**src/common/rvseed_pkg.sv**
```systemverilog
`default_nettype none

package rvseed_pkg;

    localparam int XLEN = 64; // datapath width

    typedef logic [4:0] reg_idx_t; // x0..x31

    // alu opcodes, branches at the top of the range
    typedef enum logic [4:0] {
        ALU_ADD  = 5'd0,
        ALU_SUB  = 5'd1,
        ALU_AND  = 5'd2,
        ALU_OR   = 5'd3,
        ALU_XOR  = 5'd4,
        ALU_SLL  = 5'd5,
        ALU_SRA  = 5'd6,
        ALU_SLTU = 5'd7,
        ALU_SLT  = 5'd8,
        ALU_MUL  = 5'd9,
        ALU_ADDW = 5'd10,
        ALU_SLLW = 5'd11,
        ALU_DIVW = 5'd12,
        ALU_REMU = 5'd13,
        ALU_BEQ  = 5'd16,
        ALU_BNE  = 5'd17,
        ALU_BLT  = 5'd18
    } alu_op_e;

    typedef enum logic [2:0] {
        MEM_NONE = 3'd0,
        MEM_LWU  = 3'd1, // zero-extended word
        MEM_LD   = 3'd2,
        MEM_LBU  = 3'd4, // zero-extended byte
        MEM_SD   = 3'd5
    } mem_op_e;

    // one issued operation
    typedef struct packed {
        alu_op_e         alu_op;
        mem_op_e         mem_op;
        reg_idx_t        rs1;
        reg_idx_t        rs2;
        reg_idx_t        rd;
        logic            use_imm; // second operand from imm
        logic [XLEN-1:0] imm;
    } ex_req_t;

    // one writeback
    typedef struct packed {
        logic            we;
        reg_idx_t        rd;
        logic [XLEN-1:0] data;
    } wb_t;

endpackage

`default_nettype wire
```
**src/rtl/ex_pipe.sv**
```systemverilog
`default_nettype none

module ex_pipe (
    input  logic                         clk,
    input  logic                         arst_n,
    input  logic                         issue,
    input  rvseed_pkg::ex_req_t          req,
    output rvseed_pkg::reg_idx_t         raddr1,
    output rvseed_pkg::reg_idx_t         raddr2,
    input  logic [rvseed_pkg::XLEN-1:0]  rdata1,
    input  logic [rvseed_pkg::XLEN-1:0]  rdata2,
    output rvseed_pkg::alu_op_e          alu_op,
    output logic [rvseed_pkg::XLEN-1:0]  src1,
    output logic [rvseed_pkg::XLEN-1:0]  src2,
    input  logic [rvseed_pkg::XLEN-1:0]  alu_res,
    input  logic                         taken,
    output logic [rvseed_pkg::XLEN-1:0]  mem_addr,
    output rvseed_pkg::mem_op_e          mem_op,
    output logic [rvseed_pkg::XLEN-1:0]  st_data,
    input  logic [rvseed_pkg::XLEN-1:0]  load_data,
    output logic                         rf_we,
    output rvseed_pkg::reg_idx_t         rf_waddr,
    output logic [rvseed_pkg::XLEN-1:0]  rf_wdata,
    output logic                         wb_valid,
    output rvseed_pkg::wb_t              wb,
    output logic                         br_valid,
    output logic                         br_taken
);

    logic                        s1_valid;
    rvseed_pkg::ex_req_t         s1_req;
    logic [rvseed_pkg::XLEN-1:0] opa;
    logic [rvseed_pkg::XLEN-1:0] opb;
    logic                        is_branch;
    logic                        is_load;
    logic                        s1_we;
    rvseed_pkg::wb_t             s1_wb;

    // stage 1: issue register
    always_ff @(posedge clk or negedge arst_n) begin
        if (!arst_n) begin
            s1_valid <= 1'b0;
            s1_req   <= '0;
        end else begin
            s1_valid <= issue;
            if (issue) begin
                s1_req <= req;
            end
        end
    end

    assign raddr1 = s1_req.rs1;
    assign raddr2 = s1_req.rs2;

    // forward from stage 2, we implies rd != 0
    assign opa = (wb.we && (wb.rd == s1_req.rs1)) ? wb.data : rdata1;
    assign opb = (wb.we && (wb.rd == s1_req.rs2)) ? wb.data : rdata2;

    assign alu_op   = s1_req.alu_op;
    assign src1     = opa;
    assign src2     = s1_req.use_imm ? s1_req.imm : opb;
    assign mem_addr = alu_res;
    assign st_data  = opb;
    assign mem_op   = s1_valid ? s1_req.mem_op : rvseed_pkg::MEM_NONE; // no stray store on bubble

    assign is_branch = (s1_req.alu_op == rvseed_pkg::ALU_BEQ) ||
                       (s1_req.alu_op == rvseed_pkg::ALU_BNE) ||
                       (s1_req.alu_op == rvseed_pkg::ALU_BLT);
    assign is_load   = (s1_req.mem_op == rvseed_pkg::MEM_LWU) ||
                       (s1_req.mem_op == rvseed_pkg::MEM_LD) ||
                       (s1_req.mem_op == rvseed_pkg::MEM_LBU);
    assign s1_we     = s1_valid && !is_branch && (s1_req.mem_op != rvseed_pkg::MEM_SD) &&
                       (s1_req.rd != '0);

    assign s1_wb.we   = s1_we;
    assign s1_wb.rd   = s1_req.rd;
    assign s1_wb.data = is_load ? load_data : alu_res;

    // stage 2: output register
    always_ff @(posedge clk or negedge arst_n) begin
        if (!arst_n) begin
            wb_valid <= 1'b0;
            wb       <= '0;
            br_valid <= 1'b0;
            br_taken <= 1'b0;
        end else begin
            wb_valid <= s1_valid && !is_branch;
            wb       <= s1_wb;
            br_valid <= s1_valid && is_branch;
            br_taken <= s1_valid && is_branch && taken;
        end
    end

    assign rf_we    = wb.we; // written one edge after capture
    assign rf_waddr = wb.rd;
    assign rf_wdata = wb.data;

endmodule

`default_nettype wire

```
**config.mk**
```make
export PLATFORM = sky130hd
export DESIGN_NAME = ex_pipe
export DESIGN_NICKNAME = d
export VERILOG_FILES = /design/src/common/rvseed_pkg.sv /design/src/rtl/ex_pipe.sv
export SDC_FILE = /design/constraint.sdc
export NUM_CORES = 1
export LEC_CHECK = 0
export ABC_CLOCK_PERIOD_IN_PS = 2100
export BUFFER_PORTS_ARGS = -buffer_cell sky130_fd_sc_hd__buf_2
export CAP_MARGIN = 20
export CORE_AREA = 2 2 296 298
export CTS_CLUSTER_SIZE = 10
export DETAILED_ROUTE_END_ITERATION = 8
export DIE_AREA = 0 0 298 300
export GPL_ROUTABILITY_DRIVEN = 0
export PLACE_DENSITY = 0.33
export REMOVE_ABC_BUFFERS = 1
export SYNTH_ARGS = -nofsm -noshare
export SYNTH_HDL_FRONTEND = slang
export SYNTH_SLANG_ARGS = --single-unit
export TNS_END_PERCENT = 5
```
**constraint.sdc**
```tcl
create_clock -name clk -period 2.1 [get_ports clk]
set_clock_uncertainty 0.1 [all_clocks]
set_input_delay 0.105 -clock clk [delete_from_list [all_inputs] [get_ports clk]]
set_output_delay 0.105 -clock clk [all_outputs]
set_load 0.02 [all_outputs]
```
==> results by group <==
Pwr
  • Peak supply drop: just over 0.6 mV
  • P_sw: 4790 uW
  • Sw Ratio: 0.395
  • Cell Pwr Density: between 600 and 700 nW/um^2
  • Power Internal: roughly 7300 uW
  • Total Power: between 10000 and 15000 uW
  • Seq pwr share: 0.326
  • Gate power share: 0.391
  • Lkg Pwr: ~0.0084 uW
  • Clk pwr share: 0.283

Setup path
  • Data required, critical path: 1.89 ns
  • Worst Path Arrival: between 2 and 2.5 ns
  • Critical Path Source Type: flop
  • R2R depth: 5
  • Crit path capture type: output port
  • Worst-path cell chain: xor2_1 > nor4_2 > and3_4 > buf_12 > clkbuf_16 > mux2_2 > buf_2
  • Max FO, Critical Path: 13
  • Worst path slowest cell: dfrtp_1
  • Crit-path max cell delay: between 0.4 and 0.5 ns
  • Setup Crit Path Kind: flop to output port

Floorplan
  • Die Y-Extent: around 300 microns
  • DIE AREA: 89400 sq um
  • Initial Util: 0.120
  • # IOs: roughly 770
  • Core Area: approximately 86000 sq um
  • Die Wd: 298 microns
  • Cell row count: ~110

Clock network
  • Htree depth: 4
  • Root Driver: clkbuf_16
  • Clk pin slew, worst setup/hold paths: 0.09 ns
  • Skew-Pair Late Insertion Delay: 0.49 ns
  • CTS tree: built
  • CTS max path bufs: 2
  • Sink Count: 162
  • CTS buffer count: 17

Synth
  • Top-area cell type share of the netlist area: 0.391
  • Mapped Cells: between 800 and 900
  • Yosys top cell by area: dfrtp_1
  • Sequential fraction of the synthesis area: 0.391
  • Top post-synthesis cells by area: dfrtp_1 39%, mux2_2 24%, buf_4 11%
  • Top cells by count, synth: 223 x mux2_2, 162 x dfrtp_1, 156 x buf_4, 64 x a21oi_1
  • Synthesized area per cell: about 12 sq um
  • Post-synth ARST share: 1.00
  • Cell variety after synth: 31
  • Most common cell in the netlist: mux2_2
  • Number of synthesized flops with an enable pin: 0
  • Ys flop type: dfrtp_1
  • Number of synthesized register bits: 162
  • Mapped Area: between 10000 and 15000 sq um
  • YS warnings: 0

Timing
  • Hold Vio Cnt, Final: 0
  • Final setup viols: around 190
  • Tcrit/Tclk final: 1.28
  • Final Max Slew Viols: 0
  • Worst Max-Slew Pin Slew: about 0.76 ns
  • Slew headroom: 0.496
  • Fmax: about 370 MHz
  • RSZ-0062 raised after global routing: true
  • Final worst slack: -0.588 ns
  • Min cycle time layout: around 2.7 ns

Global route
  • Initial antenna violation count: 6
  • Vias in the first global route: around 11000
  • Total grt overflow: 0
  • GRT Resource Usage Total: 0.108
  • Largest net degree at the start of global routing: 55
  • First-pass GRT wire length: around 70000 microns

Run status
  • Status: finished, violations left
  • Failing checks: setup timing

Routing
  • DR iter-0 viols: ~400
  • Vias per cell: approximately 3.6
  • Post-route antenna net violation count: 0
  • DRT Wirelength: about 52000 microns
  • First-pass iteration count of the detailed router: 4
  • WL/cell: ~18 microns
  • DRC viols: 0
  • Vias: around 10000

Finish
  • Multi-input logic area: 4950 sq um
  • FF+latch area: between 4000 and 5000 sq um
  • Area growth syn-to-layout: 77.0%
  • Filler cells: between 9000 and 10000
  • Share of cells above drive strength 1: 0.633
  • Final #Nets: around 2100
  • Fin area: between 15000 and 20000 sq um

Worst hold path
  • Worst Hold Class: input port to async pin

Run
  • MaxCap Viol Count: 0

Placed design
  • Dpl hpwl: approximately 38000 microns
  • Post-place instance area: about 15000 sq um
  • PortBufs: roughly 760
metal layers:
layer,vias to the layer above,part of all wire,track usage
met5,-,0.00044,0
met3,54,0.053,0.0221
met2,454,0.53,0.201
met1,5081,0.39,0.121
li1,4776,-,-
met4,4,0.029,0.0432
power groups by stage:
stage	Combinational [uW]	Sequential (uW)	Clock, uW
6_report	4740	3950	3420
2_1_floorplan	1570	4390	0
4_1_cts	4720	3960	3670
3_3_place_gp	4200	4010	0
3_5_place_dp	4170	4010	0
5_1_grt	5020	4010	3740
path summary, 6_finish.rpt:
kind                                         from                      to  slack [ns]
max                         rf_waddr[0]$_DFF_PN0_                src1[37]       -0.59
max reg2reg                s1_req[80]$_DFFE_PN0P_   rf_wdata[7]$_DFF_PN0_        0.25
max in group asynchronous                  arst_n  s1_req[23]$_DFFE_PN0P_        1.15
min in group clk                            taken      br_taken$_DFF_PN0_        0.26
min reg2reg                s1_req[67]$_DFFE_PN0P_   rf_waddr[2]$_DFF_PN0_        0.30
min                                        arst_n      br_taken$_DFF_PN0_         0.1
state kept, by name, summed over array words and instances, names as in the netlist, 5 cells and up:
signal / count
raddr2: 5
alu_op: 5
rf_waddr: 5
raddr1: 5
s1_req: 73
rf_wdata: 64
kinds of logic after synthesis:
logic type / synth area share
mux: 0.303
buf+inv: 0.146
flops: 0.391
compound gates: 0.0963
simple gates: 0.0519
xor+xnor: 0.0122
area by class of cell:
| type | count | share of cell area |
|---|---|---|
| sequential | 162 | 0.221 |
| antenna | 4 | 0.000545 |
| timing repair buffer | 1046 | 0.396 |
| clock buffer | 17 | 0.0232 |
| tap | 1155 | 0.0787 |
| inverter | 1 | 0.000204 |
| multi-input combinational | 507 | 0.270 |
| clock inverter | 15 | 0.0111 |
critical path, delay by kind of cell (launching register included):
family        cells  cell delay [ns]
buf+inv           3             0.49
simple gates      2             0.56
flops             1             0.41
mux               1             0.35
xor+xnor          1             0.18
layout by cell type, fill, tap and decap left out, drive strengths merged, types with 2 or more instances in the layout:
cell and instances:
a221o 63, xnor2 6, clkinv 8, nor2 3
xor2 5, a31oi 2, inv 8, and2 5
nand2 3, o21ai 4, dlygate4sd3 219, a21oi 64
clkbuf 21, dfrtp 162, diode 4, nand3 2
mux2 279, buf 823, nand2b 63
through the flow:
stage | TNS [ns] | utilization | setup slack (ns) | std cells | hold WS [ns]
floorplan | -242.56 | - | -1.24 | 670 | -0.291
finish | -90.61 | 0.213 | -0.588 | 2907 | 0.0961
global route | -118.87 | 0.213 | -0.738 | 2905 | 0.0982
detailed placement | -6.51 | 0.172 | -0.132 | 2643 | 0.0872
CTS | -108.67 | 0.209 | -0.719 | 2897 | 0.0656
global placement | -6.03 | 0.172 | -0.138 | 2643 | 0.0683
timing repair:
item | CTS | global route
cloned | 1 | 4
gates resized for setup | 108 | 50
hold buffers | 219 | 0
setup buffers | 2 | 2
hold endpoints to repair | 299 | 0
pin swaps | 36 | 11
endpoints found under the setup margin | 192 | 192
Note: power is estimated with default switching activity, not from simulation.
